==> config.mk <==
export PLATFORM = sky130hd
export DESIGN_NAME = phy_reset_ctrl
export DESIGN_NICKNAME = d
export VERILOG_FILES = /design/src/ulpi_pkg.sv /design/src/phy_reset_ctrl.sv
export SDC_FILE = /design/constraint.sdc
export NUM_CORES = 1
export LEC_CHECK = 0
export ABC_AREA = 1
export BUFFER_PORTS_ARGS = -buffer_cell sky130_fd_sc_hd__buf_2
export CAP_MARGIN = 25
export CORE_MARGIN = 2
export CORE_UTILIZATION = 40
export CTS_BUF_LIST = sky130_fd_sc_hd__clkbuf_8
export DETAILED_ROUTE_END_ITERATION = 16
export GPL_TIMING_DRIVEN = 1
export PLACE_DENSITY = 0.56
export SETUP_SLACK_MARGIN = 0.05
export SLEW_MARGIN = 25
export SYNTH_ARGS = -nofsm -noshare
export SYNTH_HDL_FRONTEND = slang
export SYNTH_SLANG_ARGS = --single-unit
export TNS_END_PERCENT = 10
==> constraint.sdc <==
create_clock -name CLKOUT -period 1.8 [get_ports CLKOUT]
set_clock_uncertainty 0.1 [all_clocks]
set_input_delay 0.27 -clock CLKOUT [delete_from_list [all_inputs] [get_ports CLKOUT]]
set_output_delay 0.27 -clock CLKOUT [all_outputs]
set_load 0.02 [all_outputs]
==> src/ulpi_pkg.sv <==
// Fixed enumeration script for one device with no CRC checks and at most 64 steps
package ulpi_pkg;

	localparam int DATA_W = 8; // ULPI data bus width

	typedef logic [DATA_W-1:0] ulpi_byte_t;

	// PHY reset hold time in CLKOUT cycles
	localparam logic [31:0] PHY_RESET_CYCLES = 32'd1000000;

	// Link idle byte, also driven with STP
	localparam ulpi_byte_t TXCMD_NOOP = 8'h00;

	// Register write TXCMDs are 10 followed by the 6 bit address
	localparam ulpi_byte_t REG_WRITE_OTG_CTRL  = 8'h8A; // OTG_CTRL at 0x0A
	localparam ulpi_byte_t REG_WRITE_FUNC_CTRL = 8'h84; // FUNC_CTRL at 0x04

	// Transmit TXCMD 0100 with the ACK PID nibble
	localparam ulpi_byte_t TXCMD_ACK = 8'h42;

	typedef enum logic [1:0] {
		STEP_TX,    // Offer value on the transmit channel
		STEP_MATCH, // Wait for a received byte equal to value
		STEP_SKIP,  // Drop value received bytes
		STEP_END    // Script done
	} step_kind_e;

	typedef struct packed {
		step_kind_e kind;
		ulpi_byte_t value; // Byte to send or match, or skip count
		logic       last;  // Last byte of a transmit transfer
	} script_step_t;

	localparam int SCRIPT_LEN = 48;

	typedef logic [5:0] script_idx_t;

	localparam script_step_t ENUM_SCRIPT [SCRIPT_LEN] = '{
		// OTG off, peripheral mode
		'{STEP_TX, REG_WRITE_OTG_CTRL, 1'b0},
		'{STEP_TX, 8'h00, 1'b1},
		// Full speed, normal operation
		'{STEP_TX, REG_WRITE_FUNC_CTRL, 1'b0},
		'{STEP_TX, 8'h45, 1'b1},
		// DATA0 setup, GET_DESCRIPTOR for the device descriptor
		'{STEP_MATCH, 8'hC3, 1'b0},
		'{STEP_MATCH, 8'h80, 1'b0},
		'{STEP_MATCH, 8'h06, 1'b0},
		'{STEP_MATCH, 8'h00, 1'b0},
		'{STEP_MATCH, 8'h01, 1'b0},
		'{STEP_MATCH, 8'h00, 1'b0},
		'{STEP_MATCH, 8'h00, 1'b0},
		'{STEP_MATCH, 8'h40, 1'b0},
		'{STEP_MATCH, 8'h00, 1'b0},
		'{STEP_SKIP, 8'd2, 1'b0}, // CRC16
		'{STEP_TX, TXCMD_ACK, 1'b1},
		// IN token
		'{STEP_MATCH, 8'h69, 1'b0},
		'{STEP_MATCH, 8'h00, 1'b0},
		'{STEP_MATCH, 8'h10, 1'b0},
		// DATA1 with the first 8 descriptor bytes
		'{STEP_TX, 8'h4B, 1'b0},
		'{STEP_TX, 8'h12, 1'b0}, // bLength
		'{STEP_TX, 8'h01, 1'b0}, // bDescriptorType
		'{STEP_TX, 8'h00, 1'b0},
		'{STEP_TX, 8'h02, 1'b0}, // USB 2.0
		'{STEP_TX, 8'hFF, 1'b0},
		'{STEP_TX, 8'hFF, 1'b0},
		'{STEP_TX, 8'hFF, 1'b0},
		'{STEP_TX, 8'h08, 1'b0}, // bMaxPacketSize0
		'{STEP_TX, 8'h16, 1'b0}, // CRC16, low byte first
		'{STEP_TX, 8'h33, 1'b1},
		// OUT token, then zero length DATA1 status
		'{STEP_MATCH, 8'hE1, 1'b0},
		'{STEP_MATCH, 8'h00, 1'b0},
		'{STEP_MATCH, 8'h10, 1'b0},
		'{STEP_MATCH, 8'h4B, 1'b0},
		'{STEP_MATCH, 8'h00, 1'b0},
		'{STEP_MATCH, 8'h00, 1'b0},
		'{STEP_TX, TXCMD_ACK, 1'b1},
		// Second setup, SET_ADDRESS 3
		'{STEP_MATCH, 8'hC3, 1'b0},
		'{STEP_MATCH, 8'h00, 1'b0},
		'{STEP_MATCH, 8'h05, 1'b0},
		'{STEP_MATCH, 8'h03, 1'b0},
		'{STEP_MATCH, 8'h00, 1'b0},
		'{STEP_MATCH, 8'h00, 1'b0},
		'{STEP_MATCH, 8'h00, 1'b0},
		'{STEP_MATCH, 8'h00, 1'b0},
		'{STEP_MATCH, 8'h00, 1'b0},
		'{STEP_SKIP, 8'd2, 1'b0}, // CRC16
		'{STEP_TX, TXCMD_ACK, 1'b1},
		'{STEP_END, 8'h00, 1'b0}
	};

endpackage

==> src/phy_reset_ctrl.sv <==
// RESET_CYCLES must be at least 1 and the PHY reset is released only once per link reset
module phy_reset_ctrl #(
	parameter logic [31:0] RESET_CYCLES = ulpi_pkg::PHY_RESET_CYCLES
) (
	input  logic CLKOUT,
	input  logic reset,     // Synchronous, active low
	output logic phy_rst,   // Active high to the PHY
	output logic phy_ready  // Level, high once the PHY is out of reset
);

	logic [31:0] rst_count;
	logic        rst_done; // One-shot flag

	always_ff @(posedge CLKOUT)
	begin
		if (!reset)
		begin
			rst_count <= '0;
			rst_done  <= 1'b0;
			phy_rst   <= 1'b1; // Hold PHY in reset
		end
		else if (!rst_done)
		begin
			// Release on the RESET_CYCLES-th edge after reset goes high
			if (rst_count == RESET_CYCLES - 32'd1)
			begin
				rst_done <= 1'b1;
				phy_rst  <= 1'b0;
			end
			else
			begin
				rst_count <= rst_count + 32'd1;
			end
		end
		// Counter parks once done
	end

	assign phy_ready = rst_done;

endmodule

==> results.md <==
- Status: completed
- CP max-delay cell: dfxtp_4
- Max-slew violation count: 0
- Detailed Place HPWL: between 4000 and 5000 microns
- Gr usage total: 20.8%
- H-tree levels: 2
- Synthesized cell area: between 2000 and 2500 sq um
- VDD IR max: about 320 uV
- Cell Pwr Density: roughly 540 nW/um^2
- Initial Util: about two fifths
- GPL Wtd Cong: between 0.8 and 0.9
- Slew margin rel.: 72.1%
- Avg WL per Cell: about 13 microns
- I/O Pins: 4
- Yosys top cell by area: dfxtp_1
- Synth Flop Type: dfxtp_1
- Yosys top cell area share: 31.4%
- Fmax: between 0.5 and 0.6 GHz
- Worst path cell trace: ha_4, nand3_4, nor2_4, inv_2, nor2_4, nand3_4, a21oi_1, nor2_1
- Die area: 6020 sq um
- Share of cells above drive strength 1: about a fifth
- Final setup vio count: 0
- First drt pass iteration count: 5
- Setup TNS: 0 ns
- Delay of the slowest cell on the worst path: 0.37 ns
- Area growth syn-to-layout: 15.7%
- Synth area leaders: dfxtp_1 31%, nand2_1 15%, nor2_1 14%
- ANT cells: 0
- DRC: 0
- Avg Cell Area, Syn: between 6 and 7 sq um
- Clk slew on worst S/H paths: ~0.07 ns
- Initial antenna violation count: 0
- Pin count of the biggest net entering global routing: 22
- Synth cell count leaders: 88 x nand2_1, 79 x nor2_1, 36 x nand3_1
- Worst Setup SP: rst_count[1]$_SDFFE_PN0P_
- Worst hold path class: in2reg
- Crit path max-delay family: simple AND/OR/NAND/NOR gates
- CTS buffer count: 5
- Port bufs: 3
- Vias per inst: about 5.0
- Sequential-to-total area share from yosys stat: a little under a third
- Nets@finish: 375
- DP Area: 2330 sq um
- Area of the core: around 5200 sq um
- Total wire length: approximately 6000 microns
- Post-layout instance area: about 2500 sq um
- Post-synthesis cell type count: 30
- Die H: approximately 78 microns
- Worst Setup Start Kind: register
- Maximum fanout along the worst path: 8
- CTS tree: done
- Antenna-violating nets left: 0
- Fin crit share: between 90% and 100%
- WP data arrival: ~1.8 ns
- WP data required: around 1.9 ns
- Most numerous cell in the Yosys netlist: nand2_1
- Clk_lat worst skew: between 0.2 and 0.3 ns
- Non-Filler Instances: between 400 and 500
- GR Overflow Total: 0
- Leakage: about 0.00099 uW
- Number of enable flip-flop cells after synthesis: 0
- Clock tree sinks: 34
- Number of global-route vias before repair: approximately 2,000
- Syn_nets: roughly 360
- Global-route wire length before repair: 9690 microns
- Ys async rst share: 0%
- MaxCap Viol Count: 0
- DP Cell Count: around 430
- Total number of vias: roughly 2,200
- Tot Pwr: 1350 uW
- Placement Rows: 26
- Post-layout util: between 40% and 50%
- Die Wd: between 70 and 80 microns
- RSZ-0062 raised after global routing: true
- RR Startpoint: rst_count[1]$_SDFFE_PN0P_
- Root Driver: clkbuf_8
- Crit path time final: ~1.7 ns
- Synth warnings: 0
- HP Start: reset
- Clock Path Buffers: 2
- Final hold vios: 0
- Initial DRC count: about 110
- CP Capture Type: register
- Register-to-Register Setup Slack: approximately 0.12 ns
- WP buf/inv: 1
- Worst-Margin Slew: about 0.42 ns
- WS Path Type: reg2reg
- Cell count after synthesis: approximately 350
- FF+latch count, synth: 34
## report_power, final
part	internal (uW)	total (uW)	switching (uW)
clock	255	529	274
combinational	23.5	53.3	29.8
sequential	759	767	8.17
total	1040	1350	312
## sequential cells by signal, indices dropped and copies added (netlist names)
signal	count
phy_ready	1
phy_rst	1
rst_count	32
## routing by layer
layer / routed length (microns) / track usage, % / part of all wire, % / vias up
met5: 0 / 0 / 0 / -
met2: 2650 / 34.2 / 45 / 34
met1: 2820 / 26.6 / 48 / 1002
met3: 223 / 3.60 / 3.8 / 11
met4: 149 / 9.11 / 2.6 / 0
li1: - / - / - / 1164
## path summary, 6_finish.rpt
check / end / cells after the start
setup reg to reg: rst_count[11]$_SDFFE_PN0P_ / 8
hold reg to reg: phy_rst$_SDFFE_PN1P_ / 2
setup / recovery: rst_count[11]$_SDFFE_PN0P_ / 8
hold / removal: phy_rst$_SDFFE_PN1P_ / 2
## cell usage in the layout, fill, tap and decap left out, types with 5 or more instances in the layout
master,synthesis,final
nand2_1,88,88
clkbuf_8,1,5
nand4_1,7,7
nor2_2,4,10
buf_4,0,16
inv_1,30,32
dfxtp_2,0,8
nand3_1,36,34
a21oi_1,20,18
inv_2,5,5
nor3_1,10,9
nor2_1,79,73
nand3_2,4,5
dfxtp_1,34,25
## stage by stage
stage / setup slack, ns / hold WS [ns]
after global routing: 0.0178 / 0.290
after CTS: 0.0632 / 0.267
after detailed placement: 0.0737 / 0.368
final: 0.117 / 0.265
after global placement: 0.0974 / 0.358
after floorplan: 0.175 / 0.384
## cell type report
class	count	area [sq um]
clock inverter	2	7.51
inverter	35	131
fill	557	2670
timing repair buffer	19	135
clock buffer	5	68.8
multi-input combinational	277	1380
sequential	34	694
tap	70	87.6
## timing repair
item                       in CTS  in global routing
hold buffers                    0                  0
gates resized for setup         0                 25
setup buffers                   0                  1
setup endpoints to repair       0                 30
## cells by family (layout without fill, tap and decap cells)
| kind of cell | count (synthesis) | count (layout) | synth area share, % |
|---|---|---|---|
| DFF | 34 | 34 | 31.4 |
| xor gates and xnor gates | 6 | 6 | 2.43 |
| AOI/OAI and AO/OA | 26 | 26 | 6.36 |
| adders and majority gates | 1 | 1 | 0.578 |
| buffers and inverters | 42 | 61 | 8.27 |
| and+or+nand+nor | 243 | 244 | 50.9 |
No activity file was read; power rests on OpenSTA's default activity.
