--- src/ulpi_pkg.sv ---
// Fixed enumeration script for one device with no CRC checks and at most 64 steps
package ulpi_pkg;

	localparam int DATA_W = 8; // ULPI data bus width

	typedef logic [DATA_W-1:0] ulpi_byte_t;

	// PHY reset hold time in CLKOUT cycles
	localparam logic [31:0] PHY_RESET_CYCLES = 32'd1000000;

	// Link idle byte, also driven with STP
	localparam ulpi_byte_t TXCMD_NOOP = 8'h00;

	// Register write TXCMDs are 10 followed by the 6 bit address
	localparam ulpi_byte_t REG_WRITE_OTG_CTRL  = 8'h8A; // OTG_CTRL at 0x0A
	localparam ulpi_byte_t REG_WRITE_FUNC_CTRL = 8'h84; // FUNC_CTRL at 0x04

	// Transmit TXCMD 0100 with the ACK PID nibble
	localparam ulpi_byte_t TXCMD_ACK = 8'h42;

	typedef enum logic [1:0] {
		STEP_TX,    // Offer value on the transmit channel
		STEP_MATCH, // Wait for a received byte equal to value
		STEP_SKIP,  // Drop value received bytes
		STEP_END    // Script done
	} step_kind_e;

	typedef struct packed {
		step_kind_e kind;
		ulpi_byte_t value; // Byte to send or match, or skip count
		logic       last;  // Last byte of a transmit transfer
	} script_step_t;

	localparam int SCRIPT_LEN = 48;

	typedef logic [5:0] script_idx_t;

	localparam script_step_t ENUM_SCRIPT [SCRIPT_LEN] = '{
		// OTG off, peripheral mode
		'{STEP_TX, REG_WRITE_OTG_CTRL, 1'b0},
		'{STEP_TX, 8'h00, 1'b1},
		// Full speed, normal operation
		'{STEP_TX, REG_WRITE_FUNC_CTRL, 1'b0},
		'{STEP_TX, 8'h45, 1'b1},
		// DATA0 setup, GET_DESCRIPTOR for the device descriptor
		'{STEP_MATCH, 8'hC3, 1'b0},
		'{STEP_MATCH, 8'h80, 1'b0},
		'{STEP_MATCH, 8'h06, 1'b0},
		'{STEP_MATCH, 8'h00, 1'b0},
		'{STEP_MATCH, 8'h01, 1'b0},
		'{STEP_MATCH, 8'h00, 1'b0},
		'{STEP_MATCH, 8'h00, 1'b0},
		'{STEP_MATCH, 8'h40, 1'b0},
		'{STEP_MATCH, 8'h00, 1'b0},
		'{STEP_SKIP, 8'd2, 1'b0}, // CRC16
		'{STEP_TX, TXCMD_ACK, 1'b1},
		// IN token
		'{STEP_MATCH, 8'h69, 1'b0},
		'{STEP_MATCH, 8'h00, 1'b0},
		'{STEP_MATCH, 8'h10, 1'b0},
		// DATA1 with the first 8 descriptor bytes
		'{STEP_TX, 8'h4B, 1'b0},
		'{STEP_TX, 8'h12, 1'b0}, // bLength
		'{STEP_TX, 8'h01, 1'b0}, // bDescriptorType
		'{STEP_TX, 8'h00, 1'b0},
		'{STEP_TX, 8'h02, 1'b0}, // USB 2.0
		'{STEP_TX, 8'hFF, 1'b0},
		'{STEP_TX, 8'hFF, 1'b0},
		'{STEP_TX, 8'hFF, 1'b0},
		'{STEP_TX, 8'h08, 1'b0}, // bMaxPacketSize0
		'{STEP_TX, 8'h16, 1'b0}, // CRC16, low byte first
		'{STEP_TX, 8'h33, 1'b1},
		// OUT token, then zero length DATA1 status
		'{STEP_MATCH, 8'hE1, 1'b0},
		'{STEP_MATCH, 8'h00, 1'b0},
		'{STEP_MATCH, 8'h10, 1'b0},
		'{STEP_MATCH, 8'h4B, 1'b0},
		'{STEP_MATCH, 8'h00, 1'b0},
		'{STEP_MATCH, 8'h00, 1'b0},
		'{STEP_TX, TXCMD_ACK, 1'b1},
		// Second setup, SET_ADDRESS 3
		'{STEP_MATCH, 8'hC3, 1'b0},
		'{STEP_MATCH, 8'h00, 1'b0},
		'{STEP_MATCH, 8'h05, 1'b0},
		'{STEP_MATCH, 8'h03, 1'b0},
		'{STEP_MATCH, 8'h00, 1'b0},
		'{STEP_MATCH, 8'h00, 1'b0},
		'{STEP_MATCH, 8'h00, 1'b0},
		'{STEP_MATCH, 8'h00, 1'b0},
		'{STEP_MATCH, 8'h00, 1'b0},
		'{STEP_SKIP, 8'd2, 1'b0}, // CRC16
		'{STEP_TX, TXCMD_ACK, 1'b1},
		'{STEP_END, 8'h00, 1'b0}
	};

endpackage

--- src/ulpi_tx_if.sv ---
// A byte moves only on an edge with valid and ready high and the source must hold its values until then
interface ulpi_tx_if ();

	logic                 valid;   // Byte offered
	logic                 ready;   // Engine takes it this edge
	ulpi_pkg::ulpi_byte_t tx_byte;
	logic                 last;    // Closes the transfer with STP

	// Script side
	modport source (
		output valid,
		output tx_byte,
		output last,
		input  ready
	);

	// Bus side
	modport sink (
		input  valid,
		input  tx_byte,
		input  last,
		output ready
	);

endinterface

--- src/enum_sequencer.sv ---
// Runs the package script once per reset and a byte that does not match is dropped without leaving the step
module enum_sequencer (
	input  logic                 CLKOUT,
	input  logic                 reset,
	input  logic                 phy_ready,
	input  logic                 rx_valid,
	input  ulpi_pkg::ulpi_byte_t rx_byte,
	ulpi_tx_if.source            tx,
	output logic                 seq_done
);

	ulpi_pkg::script_idx_t  step_idx;   // Current script step
	ulpi_pkg::script_step_t cur_step;
	ulpi_pkg::ulpi_byte_t   skip_count; // Bytes dropped in a skip step
	logic                   running;

	assign cur_step = ulpi_pkg::ENUM_SCRIPT[step_idx];

	// Transmit steps offer their byte directly
	assign tx.valid   = running && (cur_step.kind == ulpi_pkg::STEP_TX);
	assign tx.tx_byte = cur_step.value;
	assign tx.last    = cur_step.last;

	always_ff @(posedge CLKOUT)
	begin
		if (!reset)
		begin
			running    <= 1'b0;
			step_idx   <= '0;
			skip_count <= '0;
			seq_done   <= 1'b0;
		end
		else if (!running)
		begin
			// Script begins the cycle after phy_ready
			if (phy_ready)
				running <= 1'b1;
		end
		else
		begin
			case (cur_step.kind)
				ulpi_pkg::STEP_MATCH:
				begin
					if (rx_valid && (rx_byte == cur_step.value))
						step_idx <= step_idx + 1'b1;
				end
				ulpi_pkg::STEP_SKIP:
				begin
					if (rx_valid)
					begin
						// Count held in the value field
						if (skip_count == cur_step.value - 8'd1)
						begin
							skip_count <= '0;
							step_idx   <= step_idx + 1'b1;
						end
						else
						begin
							skip_count <= skip_count + 8'd1;
						end
					end
				end
				ulpi_pkg::STEP_TX:
				begin
					if (tx.valid && tx.ready)
						step_idx <= step_idx + 1'b1;
				end
				ulpi_pkg::STEP_END:
				begin
					seq_done <= 1'b1; // Pointer parks here
				end
				default:
				begin
					seq_done <= 1'b1;
				end
			endcase
		end
	end

endmodule

--- src/flat_wrapper.sv ---
// flat-port wrapper written by rule: the top's interface ports become plain ports
module enum_sequencer_flat 
  (CLKOUT, reset, phy_ready, rx_valid, rx_byte, seq_done, tx_valid, tx_tx_byte, tx_last, tx_ready);
  ulpi_tx_if tx_i ();
  input  logic CLKOUT;
  input  logic reset;
  input  logic phy_ready;
  input  logic rx_valid;
  input  ulpi_pkg::ulpi_byte_t rx_byte;
  output logic seq_done;
  output wire logic [$bits(tx_i.valid)-1:0] tx_valid;
  output wire logic [$bits(tx_i.tx_byte)-1:0] tx_tx_byte;
  output wire logic [$bits(tx_i.last)-1:0] tx_last;
  input wire logic [$bits(tx_i.ready)-1:0] tx_ready;
  assign tx_valid = tx_i.valid;
  assign tx_tx_byte = tx_i.tx_byte;
  assign tx_last = tx_i.last;
  assign tx_i.ready = tx_ready;
  enum_sequencer u_core (.CLKOUT(CLKOUT), .reset(reset), .phy_ready(phy_ready), .rx_valid(rx_valid), .rx_byte(rx_byte), .tx(tx_i), .seq_done(seq_done));
endmodule
--- config.mk ---
export PLATFORM = sky130hd
export DESIGN_NAME = enum_sequencer_flat
export DESIGN_NICKNAME = d
export VERILOG_FILES = /design/src/ulpi_pkg.sv /design/src/ulpi_tx_if.sv /design/src/enum_sequencer.sv /design/src/flat_wrapper.sv
export SDC_FILE = /design/constraint.sdc
export NUM_CORES = 1
export LEC_CHECK = 0
export ABC_CLOCK_PERIOD_IN_PS = 3600
export BUFFER_PORTS_ARGS = -buffer_cell sky130_fd_sc_hd__buf_2
export CAP_MARGIN = 30
export CORE_MARGIN = 1.5
export CORE_UTILIZATION = 53
export DETAILED_ROUTE_END_ITERATION = 12
export HOLD_SLACK_MARGIN = 0.06
export MAX_ROUTING_LAYER = met4
export PLACE_DENSITY = 0.78
export SLEW_MARGIN = 10
export SYNTH_ARGS = -nofsm -noshare
export SYNTH_HDL_FRONTEND = slang
export SYNTH_SLANG_ARGS = --single-unit
--- constraint.sdc ---
create_clock -name CLKOUT -period 3.6 [get_ports CLKOUT]
set_clock_uncertainty 0.05 [all_clocks]
set_input_delay 0.72 -clock CLKOUT [delete_from_list [all_inputs] [get_ports CLKOUT]]
set_output_delay 0.72 -clock CLKOUT [all_outputs]
set_load 0.01 [all_outputs]
==> impl_metrics.yaml <==
worst_setup_path:
  crit_start: "u_core.step_idx[0]"
  worstPathArrival_ps: 3710
  r2r-end: "u_core.step_idx[5]"
  reg2regPathDepth: 11
  endpoint_kind: "register"
  critical_path.max_fanout: 10
  start_kind: "register"
  worstSetupPathType: "reg2reg"
  reg2reg_slack_ps: 50
  worstPathRequired_ps: 3770
  worstReg2RegStart: "u_core.step_idx[0]"
  endpoint: "u_core.step_idx[5]"
placement:
  gp_congestion: 1.06
  io_buffer_count: 23
  dp_slack_ps: 83.3
  dp_hpwl_um: 3730
sta:
  slew_headroom: 0.384
  fmax_ghz: 0.282
  finalCriticalPeriod_ps: 3550
  worst_pin_slew_ps: 919
  setup_tns_ps: 0
  final-max-slew-violation-count: 0
  post-route-period-util: 0.985
  layout_setup_ws_ps: 54.6
  setup_viol_count_final: 0
  hold_viol_final: 0
grt:
  grt_max_degree: 19
  grt_pass1_vias: 1714
  grt_pass1_wl_um: 8290
  grt_overflow: 0
  grtUsageTotal: 0.266
  antenna_found_initial: 0
clock_tree:
  numCtsBuffers: 3
  clkTransAtPathRegs_ps: 100
  cts.sink_count: 16
  htree_levels: 1
  cts_tree: "yes"
  cts_max_path_buffers: 2
  root_buffer: "clkbuf_4"
  hold_buffers: 0
  clk-insertion-delay-late_ps: 290
synth:
  syn_area_mm2: 0.00190
  synthArstFlopShare: 0
  ys_ff_latch: 16
  yosysSeqAreaShare: 0.168
  ys_types: 56
  syn_area_per_cell_um2: 7.71
  yosysWarnings: 0
  syn_nets: 272
  synth_edf_count: 0
  ys.flop_type: "dfxtp_1"
  syn_inst: 247
final_layout:
  final_util: 0.692
  num_antenna_cells: 0
  fillCellCount: 257
  finalNetCount: 310
  final_layout_size_suffix_gt1_frac: 0.303
  syn2layout_area_growth_pct: 23.1
route:
  final_antenna_net_count: 0
  num_vias: 1983
  routed_via_density: 6.01
  firstDrtPassIters: 5
  drt_iter0_drc: 210
  wl_um: 5160
  wl_per_cell_um: 15.6
  drc: 0
run:
  maxCapViolCount: 0
die:
  start_util: 0.562
  die_area_mm2: 0.00396
  io_pins: 24
  die-width_um: 62.9
  dieHeight_um: 62.9
  core_mm2: 0.00339
  placementRows: 21
power:
  power_w: 0.000412
  p_per_area_mw_per_mm2: 176
  peakVddDrop_v: 0.000219
  power.leakage_nw: 0.898
status:
  status: "finished clean"
min_path:
  hold_class: "reg2reg"
## metal layers
| metal | part of all wire | track usage | vias up |
|---|---|---|---|
| li1 | - | - | 972 |
| met1 | 0.45 | 0.383 | 898 |
| met2 | 0.46 | 0.399 | 109 |
| met3 | 0.090 | 0.0198 | 4 |
| met4 | 0.0058 | 0.0722 | 0 |
| met5 | 0 | - | - |
## registers in the layout (all words and copies together), names as in the netlist
| register | cells |
|---|---|
| u_core.seq_done | 1 |
| u_core.running | 1 |
| u_core.step_idx | 6 |
| u_core.skip_count | 8 |
## synthesized netlist by cell type (2+ instances only)
library cell  number  area share
a311oi_1           2      0.0092
nand2_1           22       0.043
nand4_1            7       0.023
o21a_1             4       0.016
a2111oi_2          2       0.016
o211ai_1           8       0.032
or4_1              2      0.0079
nor3b_1            4       0.016
buf_2              6       0.016
inv_1             10       0.020
o21ai_0            6       0.016
nand3b_1           2      0.0079
and3_1             2      0.0066
o21ai_1            2      0.0053
nor2_1            20       0.039
nor2b_1            8       0.026
ha_1              12       0.079
xor2_1            11       0.051
buf_6              3       0.018
a211oi_1           3       0.012
nor4_1             5       0.016
dfxtp_1           16        0.17
nand3_1           11       0.029
mux2i_1            7       0.037
a21oi_1            6       0.016
a21boi_0           4       0.016
xnor2_1            9       0.041
a31oi_1            5       0.016
nand2b_1          10       0.033
nor3_1             4       0.011
or3_4              2       0.012
clkbuf_1           5      0.0099
and2_1             4       0.013
## final cells by class
cell class,instances,area (um^2),area share
Tap cell,46,57.6,0.0245
Clock buffer,4,36.3,0.0155
Timing Repair Buffer,48,303,0.129
Inverter,11,43.8,0.0187
Sequential cell,16,327,0.139
Multi-Input combinational cell,205,1580,0.673
## through the flow
stage / hold WS [ps] / cell area (um^2) / instances
4_1_cts: 455 / 2180 / 324
3_5_place_dp: 432 / 2140 / 320
3_3_place_gp: 427 / 2140 / 320
5_1_grt: 485 / 2340 / 330
2_1_floorplan: 434 / 1920 / 247
6_report: 455 / 2340 / 330
## report_power, final
part | internal (W) | switching (W) | leakage [nW]
clock network | 0.0000616 | 0.0000590 | 0.0210
registers | 0.000178 | 0.00000195 | 0.131
logic | 0.0000513 | 0.0000598 | 0.746
total | 0.000291 | 0.000121 | 0.898
## cells by family (layout without fill, tap and decap cells)
group / count (synthesis) / in the layout / share of synthesized area
xor gates and xnor gates: 20 / 20 / 0.0920
adders and majority gates: 12 / 12 / 0.0788
buffers and inverters: 26 / 63 / 0.0690
muxes: 8 / 8 / 0.0427
and+or+nand+nor: 110 / 110 / 0.315
DFF: 16 / 16 / 0.168
AOI/OAI and AO/OA: 55 / 55 / 0.235
## timing repair
| action | 4_1_cts | 5_1_grt |
|---|---|---|
| buffers inserted | 0 | 6 |
| gates resized for setup | 0 | 21 |
| setup endpoints to repair | 0 | 12 |
## placed cells by master, fill, tap and decap left out, types with 8 or more instances in the layout
master and count:
buf_2 23, buf_4 25, dfxtp_1 13, inv_1 8
nand2_1 22, nand2b_1 9, nand3_1 10, nor2_1 19
nor2b_1 8, o211ai_1 8, xnor2_1 9, xor2_1 11
## critical path, cell delays in order (launching register included)
cell       delay (ps)
dfxtp_2           350
buf_4             170
ha_1              270
ha_1              190
and2_1            150
o21ai_1           360
nand3_2           200
or4_4             560
a311oi_4          350
o2111ai_4         290
a211oi_2          300
mux2i_1           240
## worst min-delay path by stage
stage,startpoint,endpoint,cells after the start
final,u_core.seq_done,u_core.seq_done,2
after global routing,u_core.seq_done,u_core.seq_done,2
after CTS,u_core.step_idx[1],u_core.step_idx[1],2
after detailed placement,u_core.seq_done,u_core.seq_done,2
after global placement,u_core.step_idx[1],u_core.step_idx[1],2
after floorplan,u_core.running,u_core.running,1
Power figures use the tool's default switching activity.
