**config.mk**
```make
export PLATFORM = sky130hd
export DESIGN_NAME = ulpi_rx_capture
export DESIGN_NICKNAME = d
export VERILOG_FILES = /design/src/ulpi_pkg.sv /design/src/ulpi_rx_capture.sv
export SDC_FILE = /design/constraint.sdc
export NUM_CORES = 1
export LEC_CHECK = 0
export BUFFER_PORTS_ARGS = -buffer_cell sky130_fd_sc_hd__buf_4
export CELL_PAD_IN_SITES_DETAIL_PLACEMENT = 0
export CELL_PAD_IN_SITES_GLOBAL_PLACEMENT = 1
export CORE_AREA = 2 2 39 41
export CTS_CLUSTER_DIAMETER = 40
export CTS_CLUSTER_SIZE = 40
export DETAILED_ROUTE_END_ITERATION = 6
export DIE_AREA = 0 0 41 43
export HOLD_SLACK_MARGIN = 0.12
export PLACE_DENSITY_LB_ADDON = 0.1
export SYNTH_ARGS = -nofsm -noshare
export SYNTH_HDL_FRONTEND = slang
export SYNTH_SLANG_ARGS = --single-unit
```
**constraint.sdc**
```tcl
create_clock -name CLKOUT -period 0.9 [get_ports CLKOUT]
set_input_delay 0.09 -clock CLKOUT [delete_from_list [all_inputs] [get_ports CLKOUT]]
set_output_delay 0.09 -clock CLKOUT [all_outputs]
set_load 0.005 [all_outputs]
```
**src/ulpi_pkg.sv**
```systemverilog
// Fixed enumeration script for one device with no CRC checks and at most 64 steps
package ulpi_pkg;

	localparam int DATA_W = 8; // ULPI data bus width

	typedef logic [DATA_W-1:0] ulpi_byte_t;

	// PHY reset hold time in CLKOUT cycles
	localparam logic [31:0] PHY_RESET_CYCLES = 32'd1000000;

	// Link idle byte, also driven with STP
	localparam ulpi_byte_t TXCMD_NOOP = 8'h00;

	// Register write TXCMDs are 10 followed by the 6 bit address
	localparam ulpi_byte_t REG_WRITE_OTG_CTRL  = 8'h8A; // OTG_CTRL at 0x0A
	localparam ulpi_byte_t REG_WRITE_FUNC_CTRL = 8'h84; // FUNC_CTRL at 0x04

	// Transmit TXCMD 0100 with the ACK PID nibble
	localparam ulpi_byte_t TXCMD_ACK = 8'h42;

	typedef enum logic [1:0] {
		STEP_TX,    // Offer value on the transmit channel
		STEP_MATCH, // Wait for a received byte equal to value
		STEP_SKIP,  // Drop value received bytes
		STEP_END    // Script done
	} step_kind_e;

	typedef struct packed {
		step_kind_e kind;
		ulpi_byte_t value; // Byte to send or match, or skip count
		logic       last;  // Last byte of a transmit transfer
	} script_step_t;

	localparam int SCRIPT_LEN = 48;

	typedef logic [5:0] script_idx_t;

	localparam script_step_t ENUM_SCRIPT [SCRIPT_LEN] = '{
		// OTG off, peripheral mode
		'{STEP_TX, REG_WRITE_OTG_CTRL, 1'b0},
		'{STEP_TX, 8'h00, 1'b1},
		// Full speed, normal operation
		'{STEP_TX, REG_WRITE_FUNC_CTRL, 1'b0},
		'{STEP_TX, 8'h45, 1'b1},
		// DATA0 setup, GET_DESCRIPTOR for the device descriptor
		'{STEP_MATCH, 8'hC3, 1'b0},
		'{STEP_MATCH, 8'h80, 1'b0},
		'{STEP_MATCH, 8'h06, 1'b0},
		'{STEP_MATCH, 8'h00, 1'b0},
		'{STEP_MATCH, 8'h01, 1'b0},
		'{STEP_MATCH, 8'h00, 1'b0},
		'{STEP_MATCH, 8'h00, 1'b0},
		'{STEP_MATCH, 8'h40, 1'b0},
		'{STEP_MATCH, 8'h00, 1'b0},
		'{STEP_SKIP, 8'd2, 1'b0}, // CRC16
		'{STEP_TX, TXCMD_ACK, 1'b1},
		// IN token
		'{STEP_MATCH, 8'h69, 1'b0},
		'{STEP_MATCH, 8'h00, 1'b0},
		'{STEP_MATCH, 8'h10, 1'b0},
		// DATA1 with the first 8 descriptor bytes
		'{STEP_TX, 8'h4B, 1'b0},
		'{STEP_TX, 8'h12, 1'b0}, // bLength
		'{STEP_TX, 8'h01, 1'b0}, // bDescriptorType
		'{STEP_TX, 8'h00, 1'b0},
		'{STEP_TX, 8'h02, 1'b0}, // USB 2.0
		'{STEP_TX, 8'hFF, 1'b0},
		'{STEP_TX, 8'hFF, 1'b0},
		'{STEP_TX, 8'hFF, 1'b0},
		'{STEP_TX, 8'h08, 1'b0}, // bMaxPacketSize0
		'{STEP_TX, 8'h16, 1'b0}, // CRC16, low byte first
		'{STEP_TX, 8'h33, 1'b1},
		// OUT token, then zero length DATA1 status
		'{STEP_MATCH, 8'hE1, 1'b0},
		'{STEP_MATCH, 8'h00, 1'b0},
		'{STEP_MATCH, 8'h10, 1'b0},
		'{STEP_MATCH, 8'h4B, 1'b0},
		'{STEP_MATCH, 8'h00, 1'b0},
		'{STEP_MATCH, 8'h00, 1'b0},
		'{STEP_TX, TXCMD_ACK, 1'b1},
		// Second setup, SET_ADDRESS 3
		'{STEP_MATCH, 8'hC3, 1'b0},
		'{STEP_MATCH, 8'h00, 1'b0},
		'{STEP_MATCH, 8'h05, 1'b0},
		'{STEP_MATCH, 8'h03, 1'b0},
		'{STEP_MATCH, 8'h00, 1'b0},
		'{STEP_MATCH, 8'h00, 1'b0},
		'{STEP_MATCH, 8'h00, 1'b0},
		'{STEP_MATCH, 8'h00, 1'b0},
		'{STEP_MATCH, 8'h00, 1'b0},
		'{STEP_SKIP, 8'd2, 1'b0}, // CRC16
		'{STEP_TX, TXCMD_ACK, 1'b1},
		'{STEP_END, 8'h00, 1'b0}
	};

endpackage

```
**src/ulpi_rx_capture.sv**
```systemverilog
// Packet data bytes only with no RXCMD decoding so line state and receive errors are not seen
module ulpi_rx_capture (
	input  logic                 CLKOUT,
	input  logic                 reset,
	input  logic                 dir,
	input  logic                 nxt,
	input  ulpi_pkg::ulpi_byte_t bus_in,   // Raw data bus
	output logic                 rx_valid, // One cycle per received byte
	output ulpi_pkg::ulpi_byte_t rx_byte
);

	logic dir_q;       // dir one cycle back
	logic rx_data_cyc; // Real receive data on the bus

	// Turnaround is the first dir high cycle
	// dir high with nxt low carries an RXCMD
	assign rx_data_cyc = dir && dir_q && nxt;

	always_ff @(posedge CLKOUT)
	begin
		if (!reset)
		begin
			dir_q    <= 1'b0;
			rx_valid <= 1'b0;
		end
		else
		begin
			dir_q    <= dir;
			rx_valid <= rx_data_cyc;
		end
	end

	// Byte register, only meaningful with rx_valid
	always_ff @(posedge CLKOUT)
	begin
		if (rx_data_cyc)
		begin
			rx_byte <= bus_in;
		end
	end

endmodule

```
==> results.cfg, run 1 <==
[run_status]
run_status = complete, no violations

[critical_path]
timing.critical_path.buf_inv = 1
r2r_setup_slack_ns = 0.04
cp-startpoint = rx_byte[6]$_DFFE_PP_
critical_path.cell_chain = buf_4
cp_slowest_stage_delay_ns = 0.38
r2r.worst_path.cells = 1
worst_ep_arrival_time_ns = 0.78
cp_top_family = flip-flops
endpoint_class_of_the_critical_path = output port
reg_to_reg_critical_path_startpoint = dir_q$_SDFF_PN0_
crit_path_end = rx_byte[6]
worst-path-max-fanout = 1
cp_data_required_time_ns = 0.81
critPathSlowestCell = sky130_fd_sc_hd__edfxtp_1
critical_path_depth = 1
path_class = flip-flop to output port
critPathLaunchType = flip-flop
rr_endpoint = rx_byte[1]$_DFFE_PP_

[timing]
rsz_0062_raised_after_global_routing = yes
final-hold-violation-count = 0
finalSetupViolCount = 0
post-route-min-period_ns = 0.8700
max_slew.worst_pin.slew_ns = 0.1257
achievable-frequency_mhz = 1149
fin_setup_tns_ns = 0
fin_crit_share = 0.9667
slew_headroom = 0.9162
timing.clock.skew_ns = 0.004732
final-max-slew-violation-count = 0

[logic_synthesis]
yosysWarningCount = 0
netlist_area_um2 = 304.0
syn_nets = 25
synth.distinct_cells = 5
syn-mean-instance-area_um2 = 23.39
ys_ff_latch = 10
postSynthCellCount = 13
ys_seq_area_frac = 0.9218

[clock_network]
clock_sink_count = 10
htree_levels = 1
clock_latency_on_the_worst_skew_pair_ns = 0.26
clock_tree_from_tritoncts = yes
cts_max_path_buffers = 2
path_clk_slew_ns = 0.06
root_buffer = sky130_fd_sc_hd__clkbuf_4
postCtsSetupRepairBufs = 0
cts-buffers-inserted = 3

[power]
max-vdd-ir-drop_mv = 0.7626
power_frac_comb = 0.103
cellLeakagePower_uw = 0.0002576
seqPwrFrac = 0.559
power.switching_fraction = 0.1799
internal_power_uw = 752.0
power_frac_clock = 0.338
p_sw_uw = 165.0
powerDensity_nw_per_um2 = 1493

[grt]
grt_pass1_wl_mm = 1.007
gr-usage-all-layers = 0.09766
grt_start_max_net_pins = 9
total_global_routing_overflow = 0
vias_in_the_first_global_route = 245
grt_antenna_before_repair = 0

[detailed_routing]
detail_route.wirelength_um = 669
dr.first_iter.drc_count = 3
drc_errors = 0
drtAntennaViolNets = 0
dr_total_vias = 239
routed_len_inst_um = 10.45
routed_via_density = 3.734
drtPass1Iterations = 2

[layout]
final_cell_mix = sky130_fd_sc_hd__buf_4 (20), sky130_fd_sc_hd__dlygate4sd3_1 (11), sky130_fd_sc_hd__edfxtp_1 (8)
nets = 61
area.growth.synth_to_final_pct = 102.1
layout.filler_cells = 136
layout.cells.most_common = sky130_fd_sc_hd__buf_4
end_of_flow_core_utilization = 0.4439
antenna_cells_inserted = 0
drive_gt1_frac = 0.5208

[floorplanning]
starting_density = 0.2197
floorplan.io_pins = 21
dieWidth_um = 41
core_area_um2 = 1384
dieArea_um2 = 1763
row_cnt = 14
floorplan.die.height_um = 43

[place]
globalplace.congestion = 0.5153
numPortBuffers = 20

[hold_path]
hold_path.class = input port to flip-flop

[job]
cap_violations = 0
==> power groups by stage <==
| stage | logic (uW) | registers [uW] | clock network [uW] |
|---|---|---|---|
| 3_3_place_gp | 53.6 | 522 | 0 |
| 4_1_cts | 94.6 | 513 | 325 |
| 5_1_grt | 102 | 513 | 351 |
| 6_report | 94.5 | 512 | 310 |
| 3_5_place_dp | 55.7 | 522 | 0 |
| 2_1_floorplan | 5.74 | 523 | 0 |
==> cells by family (layout without fill, tap and decap cells) <==
logic type | after synthesis | in the layout | synth area share
and+or+nand+nor | 3 | 3 | 0.07821
buffers and inverters | 0 | 35 | 0
DFF | 10 | 10 | 0.9218
==> worst min path at each step <==
stage / startpoint / end / slack, ns / depth (start not counted)
after floorplan: bus_in[0] / rx_byte[0]$_DFFE_PP_ / 0.19 / 0
after global placement: bus_in[0] / rx_byte[0]$_DFFE_PP_ / 0.27 / 1
after detailed placement: bus_in[3] / rx_byte[3]$_DFFE_PP_ / 0.27 / 1
after CTS: dir / rx_byte[5]$_DFFE_PP_ / 0.28 / 2
after global routing: dir / rx_byte[4]$_DFFE_PP_ / 0.30 / 2
final: dir / rx_byte[5]$_DFFE_PP_ / 0.30 / 2
==> synth_stat cells <==
cell / instances / area, um^2
sky130_fd_sc_hd__edfxtp_1: 8 / 240.2
sky130_fd_sc_hd__dfxtp_1: 2 / 40.04
sky130_fd_sc_hd__and2_2: 1 / 7.510
sky130_fd_sc_hd__and3_2: 1 / 7.510
sky130_fd_sc_hd__and4_1: 1 / 8.760
==> what timing repair did <==
item | CTS | global route
endpoints found under the hold margin | 10 | 0
resized for setup | 1 | 0
endpoints found under the setup margin | 8 | 1
hold buffers | 11 | 0
==> sequential cells by signal (all words and copies together) (netlist names) <==
name / cells
rx_byte: 8
dir_q: 1
rx_valid: 1
==> per-stage QoR <==
step           setup slack, ns  cells  hold slack (ns)  power, uW  area (um^2)
3_5_place_dp         -0.005689     49           0.2702      578.1        474.2
5_1_grt              -0.001899     64           0.2997      965.6        614.3
6_report               0.02997     64           0.2974      917.0        614.3
2_1_floorplan          0.05250     13           0.1889      528.6        304.0
4_1_cts                0.01624     64           0.2827      932.3        614.3
3_3_place_gp           0.01129     49           0.2701      575.3        474.2
==> final cells by class <==
cell class              instances  area [um^2]  area share
clock buffers                   4        26.28     0.04277
multi-input cells               3        27.53     0.04481
repair buffers                 31        260.3      0.4236
well taps                      16        20.02     0.03259
flip-flops and latches         10        280.3      0.4562
==> routing by layer <==
metal | routed length [um] | up-vias | GRT usage
li1 | - | 119 | -
met1 | 185 | 109 | 0.08389
met2 | 434 | 9 | 0.1469
met3 | 40 | 2 | 0.04712
met4 | 8 | 0 | 0.1000
met5 | 0 | - | 0
(Power assumes the default switching activity.)
==> inputs of run 2 (changes only) <==
--- a/config.mk
+++ b/config.mk
@@ -15,6 +15,7 @@
 export DIE_AREA = 0 0 41 43
 export HOLD_SLACK_MARGIN = 0.12
 export PLACE_DENSITY_LB_ADDON = 0.1
+export SKIP_LAST_GASP = 1
 export SYNTH_ARGS = -nofsm -noshare
 export SYNTH_HDL_FRONTEND = slang
 export SYNTH_SLANG_ARGS = --single-unit
==> constraint.sdc (replaced) <==
create_clock -name CLKOUT -period 1 [get_ports CLKOUT]
set_input_delay 0.1 -clock CLKOUT [delete_from_list [all_inputs] [get_ports CLKOUT]]
set_output_delay 0.1 -clock CLKOUT [all_outputs]
set_load 0.005 [all_outputs]
==> results.cfg, run 2 (synthesis gave the netlist of run 1 again) <==
[detailed_routing]
detail_route.wirelength_um = 669
met3WireLength_um = 40
routed_len_inst_um = 10.45
routed_length_on_met1_um = 189
dr_total_vias = 242
wl_met2_um = 430
drtPass1Iterations = 2
routed_via_density = 3.781
drc_errors = 0
maxUsedRoutingLayer = met4
drtAntennaViolNets = 0
dr.first_iter.drc_count = 3

[critical_path]
critPathSlowestCell = sky130_fd_sc_hd__dfxtp_1
r2r_setup_slack_ns = 0.08
timing.critical_path.buf_inv = 0
cp_data_required_time_ns = 0.95
path_class = flip-flop to flip-flop
worst-path-max-fanout = 8
worst_ep_arrival_time_ns = 0.86
cp_slowest_stage_delay_ns = 0.32
critical_path.cell_chain = and3_2
cp_top_family = flip-flops
reg_to_reg_critical_path_startpoint = dir_q$_SDFF_PN0_
r2r.worst_path.cells = 1
endpoint_class_of_the_critical_path = flip-flop
rr_endpoint = rx_byte[3]$_DFFE_PP_
critPathLaunchType = flip-flop

[timing]
finalSetupViolCount = 0
final-max-slew-violation-count = 0
rsz_0062_raised_after_global_routing = no
achievable-frequency_mhz = 1093
post-route-min-period_ns = 0.9153
final.setup.worst_slack_ns = 0.08472
final-hold-violation-count = 0
fin_setup_tns_ns = 0
slew_headroom = 0.8719
fin_crit_share = 0.9153
max_slew.worst_pin.slew_ns = 0.1922
timing.clock.skew_ns = 0.006219

[layout]
area.growth.synth_to_final_pct = 100.8
largest_register_ff_count = 8
largest_registers = rx_byte (8), dir_q (1), rx_valid (1)
final_cells = 64
registers.top_by_ff_count = rx_byte
antenna_cells_inserted = 0
end_of_flow_core_utilization = 0.4412
drive_gt1_frac = 0.5208
nets = 61
fin_area_um2 = 610.6
final_cell_mix = sky130_fd_sc_hd__buf_4 (20), sky130_fd_sc_hd__dlygate4sd3_1 (11), sky130_fd_sc_hd__edfxtp_1 (8)
layout.cells.most_common = sky130_fd_sc_hd__buf_4

[grt]
total_global_routing_overflow = 0
vias_in_the_first_global_route = 245
gr-usage-all-layers = 0.09766
grt_start_max_net_pins = 9
grt_antenna_before_repair = 0
grt_pass1_wl_mm = 1.007

[hold_path]
timing.hold.worst.start = dir
min_delay_worst_endpoint = rx_byte[5]$_DFFE_PP_
hold_path_depth = 2
hold_path.class = input port to flip-flop

[power]
powerDensity_nw_per_um2 = 1348
max-vdd-ir-drop_mv = 0.7078
cellLeakagePower_uw = 0.0002589

[floorplanning]
dieArea_um2 = 1763
floorplan.io_pins = 21
floorplan.die.height_um = 43
core_area_um2 = 1384
row_cnt = 14
starting_density = 0.2197
dieWidth_um = 41

[clock_network]
root_buffer = sky130_fd_sc_hd__clkbuf_4
clock_latency_on_the_worst_skew_pair_ns = 0.26
path_clk_slew_ns = 0.06
clock_tree_from_tritoncts = yes
cts_max_path_buffers = 2
htree_levels = 1
cts-buffers-inserted = 3
clock_sink_count = 10

[place]
post-place-cells = 49
dpl_worst_slack_ns = 0.09431
numPortBuffers = 20
dpl_cell_area_um2 = 474.2
globalplace.congestion = 0.5153

[run_status]
run_status = complete, no violations

[job]
cap_violations = 0
-- run 2: cell counts in the layout (fill, tap and decap cells not counted) --
No cell type changed its count.
-- run 2: per-stage QoR --
stage / hold WS, ns / total power [uW]
final: 0.3697 / 822.9
after global routing: 0.3806 / 867.9
after CTS: 0.3529 / 837.9
after detailed placement: 0.2802 / 520.3
after global placement: 0.2801 / 517.8
after floorplan: 0.1989 / 475.7
-- run 2: final cells by class --
| type | instances | area, um^2 |
|---|---|---|
| multi-input combinational | 3 | 23.77 |
| timing repair buffer | 31 | 260.3 |
| tap | 16 | 20.02 |
| fill | 138 | 773.2 |
| clock buffer | 4 | 26.28 |
| sequential | 10 | 280.3 |
-- run 2: worst max-delay path by stage --
stage                     start                    to  slack (ns)  cells past startpoint
6_report       dir_q$_SDFF_PN0_  rx_byte[3]$_DFFE_PP_        0.08                      1
5_1_grt        dir_q$_SDFF_PN0_  rx_byte[6]$_DFFE_PP_        0.05                      1
4_1_cts        dir_q$_SDFF_PN0_  rx_byte[1]$_DFFE_PP_        0.08                      1
3_5_place_dp   dir_q$_SDFF_PN0_  rx_byte[2]$_DFFE_PP_        0.09                      1
3_3_place_gp   dir_q$_SDFF_PN0_  rx_byte[2]$_DFFE_PP_        0.11                      1
2_1_floorplan  dir_q$_SDFF_PN0_  rx_byte[0]$_DFFE_PP_        0.15                      1
-- run 2: routing by layer --
| layer | vias to the layer above | GRT usage |
|---|---|---|
| li1 | 120 | - |
| met1 | 111 | 0.08389 |
| met2 | 9 | 0.1469 |
| met3 | 2 | 0.04712 |
| met4 | 0 | 0.1000 |
| met5 | - | 0 |
-- run 2: where the power goes --
part / switching, uW / internal, uW
logic: 20.3 / 63.9
clock network: 124 / 154
registers: 2.47 / 459
total: 147 / 676
-- run 2: repair_timing --
| item | in CTS | in global routing |
|---|---|---|
| setup buffers | 0 | 0 |
| gates resized for setup | 0 | 0 |
| hold endpoints to repair | 10 | 0 |
| hold buffers | 11 | 0 |
==> inputs of run 3 (changes only) <==
==> constraint.sdc (replaced) <==
create_clock -name CLKOUT -period 0.85 [get_ports CLKOUT]
set_input_delay 0.085 -clock CLKOUT [delete_from_list [all_inputs] [get_ports CLKOUT]]
set_output_delay 0.085 -clock CLKOUT [all_outputs]
set_load 0.005 [all_outputs]
==> results.cfg, run 3 (synthesis gave the netlist of run 1 again) <==
[critical_path]
cp_top_family = flip-flops
rr_endpoint = rx_byte[1]$_DFFE_PP_
cp_data_required_time_ns = 0.76
critical_path.cell_chain = buf_4
endpoint_class_of_the_critical_path = output port
worst-path-max-fanout = 1
reg_to_reg_critical_path_startpoint = dir_q$_SDFF_PN0_
r2r_setup_slack_ns = 0
critPathLaunchType = flip-flop
timing.critical_path.buf_inv = 1
r2r.worst_path.cells = 1
critical_path_depth = 1
path_class = flip-flop to output port
cp_slowest_stage_delay_ns = 0.38
worst_ep_arrival_time_ns = 0.78
critPathSlowestCell = sky130_fd_sc_hd__edfxtp_1

[place]
post-place-cells = 49
globalplace.congestion = 0.5153
numPortBuffers = 20

[grt]
grt_pass1_wl_um = 993
vias_in_the_first_global_route = 245
grt_start_max_net_pins = 9
grt_antenna_before_repair = 0
gr-usage-all-layers = 0.09664
total_global_routing_overflow = 0

[timing]
rsz_0062_raised_after_global_routing = yes
achievable-frequency_mhz = 1156
post-route-min-period_ns = 0.8650
max_slew.worst_pin.slew_ns = 0.1257
final.setup.worst_slack_ns = -0.01497
fin_setup_tns_ns = -0.03202
timing.clock.skew_ns = 0.004779
slew_headroom = 0.9162
final-hold-violation-count = 0
final-max-slew-violation-count = 0
fin_crit_share = 1.018
finalSetupViolCount = 8

[detailed_routing]
detail_route.wirelength_um = 667
routed_len_inst_um = 10.42
drtAntennaViolNets = 0
dr_total_vias = 240
drc_errors = 0
drtPass1Iterations = 2
dr.first_iter.drc_count = 3
routed_via_density = 3.750

[floorplanning]
row_cnt = 14
starting_density = 0.2197
core_area_um2 = 1384
floorplan.die.height_um = 43
floorplan.io_pins = 21
dieWidth_um = 41
dieArea_um2 = 1763

[power]
powerDensity_nw_per_um2 = 1561
max-vdd-ir-drop_mv = 0.8070
cellLeakagePower_uw = 0.0002604

[clock_network]
cts_max_path_buffers = 2
path_clk_slew_ns = 0.06
cts-buffers-inserted = 3
htree_levels = 1
clock_sink_count = 10
clock_latency_on_the_worst_skew_pair_ns = 0.26
root_buffer = sky130_fd_sc_hd__clkbuf_4
postCtsSetupRepairBufs = 0
clock_tree_from_tritoncts = yes

[layout]
end_of_flow_core_utilization = 0.4503
area.growth.synth_to_final_pct = 104.9
largest_registers = rx_byte (8), dir_q (1), rx_valid (1)
drive_gt1_frac = 0.5417
largest_register_ff_count = 8
antenna_cells_inserted = 0
layout.cells.most_common = sky130_fd_sc_hd__buf_4
registers.top_by_ff_count = rx_byte
nets = 61
final_cell_mix = sky130_fd_sc_hd__buf_4 (18), sky130_fd_sc_hd__dlygate4sd3_1 (11), sky130_fd_sc_hd__edfxtp_1 (8)
final_cells = 64

[run_status]
violations = setup timing
run_status = finished with violations

[hold_path]
min_delay_worst_endpoint = rx_byte[5]$_DFFE_PP_
timing.hold.worst.start = dir
hold_path.class = input port to flip-flop
hold_path_depth = 2

[job]
cap_violations = 0
## run 3: cell type report
type                    count  area (um^2)
clock buffers               4        26.28
fillers                   133        760.7
multi-input cells           3        27.53
flip-flops and latches     10        281.5
well taps                  16        20.02
repair buffers             31        267.8
## run 3: how the worst max path moves through the flow
stage	start	endpoint	slack, ns
4_1_cts	rx_byte[6]$_DFFE_PP_	rx_byte[6]	-0.03
3_5_place_dp	dir_q$_SDFF_PN0_	rx_byte[2]$_DFFE_PP_	-0.06
6_report	rx_byte[6]$_DFFE_PP_	rx_byte[6]	-0.01
5_1_grt	rx_byte[6]$_DFFE_PP_	rx_byte[6]	-0.05
2_1_floorplan	dir_q$_SDFF_PN0_	rx_byte[0]$_DFFE_PP_	0.002
3_3_place_gp	dir_q$_SDFF_PN0_	rx_byte[2]$_DFFE_PP_	-0.04
## run 3: timing repair
action,in CTS,in global routing
resized for setup,2,2
setup endpoints to repair,14,16
hold endpoints to repair,10,0
pin swaps,1,1
hold buffers,11,0
gates cloned,0,0
## run 3: routing by layer
layer,vias up,global-route usage,routed length [um]
li1,119,-,-
met1,110,0.08054,181
met2,9,0.1469,434
met3,2,0.04712,42
met4,0,0.1000,8
met5,-,0,0
## run 3: where the power goes
| group | total, uW | internal (uW) | switching (uW) | leakage [uW] |
|---|---|---|---|---|
| Combinational | 101 | 76.9 | 24.1 | 0.000156 |
| Clock | 328 | 181 | 147 | 0.0000150 |
| Sequential | 543 | 540 | 3.35 | 0.0000894 |
## run 3: per-stage QoR
step / power (uW) / hold WS (ns) / instance area, um^2 / setup WS, ns
final: 972.5 / 0.2916 / 623.1 / -0.01497
after global routing: 1024 / 0.2947 / 623.1 / -0.04690
after CTS: 987.6 / 0.2699 / 615.6 / -0.02876
after global placement: 609.2 / 0.2651 / 474.2 / -0.03871
after detailed placement: 612.1 / 0.2652 / 474.2 / -0.05569
after floorplan: 559.7 / 0.1839 / 304.0 / 0.002499
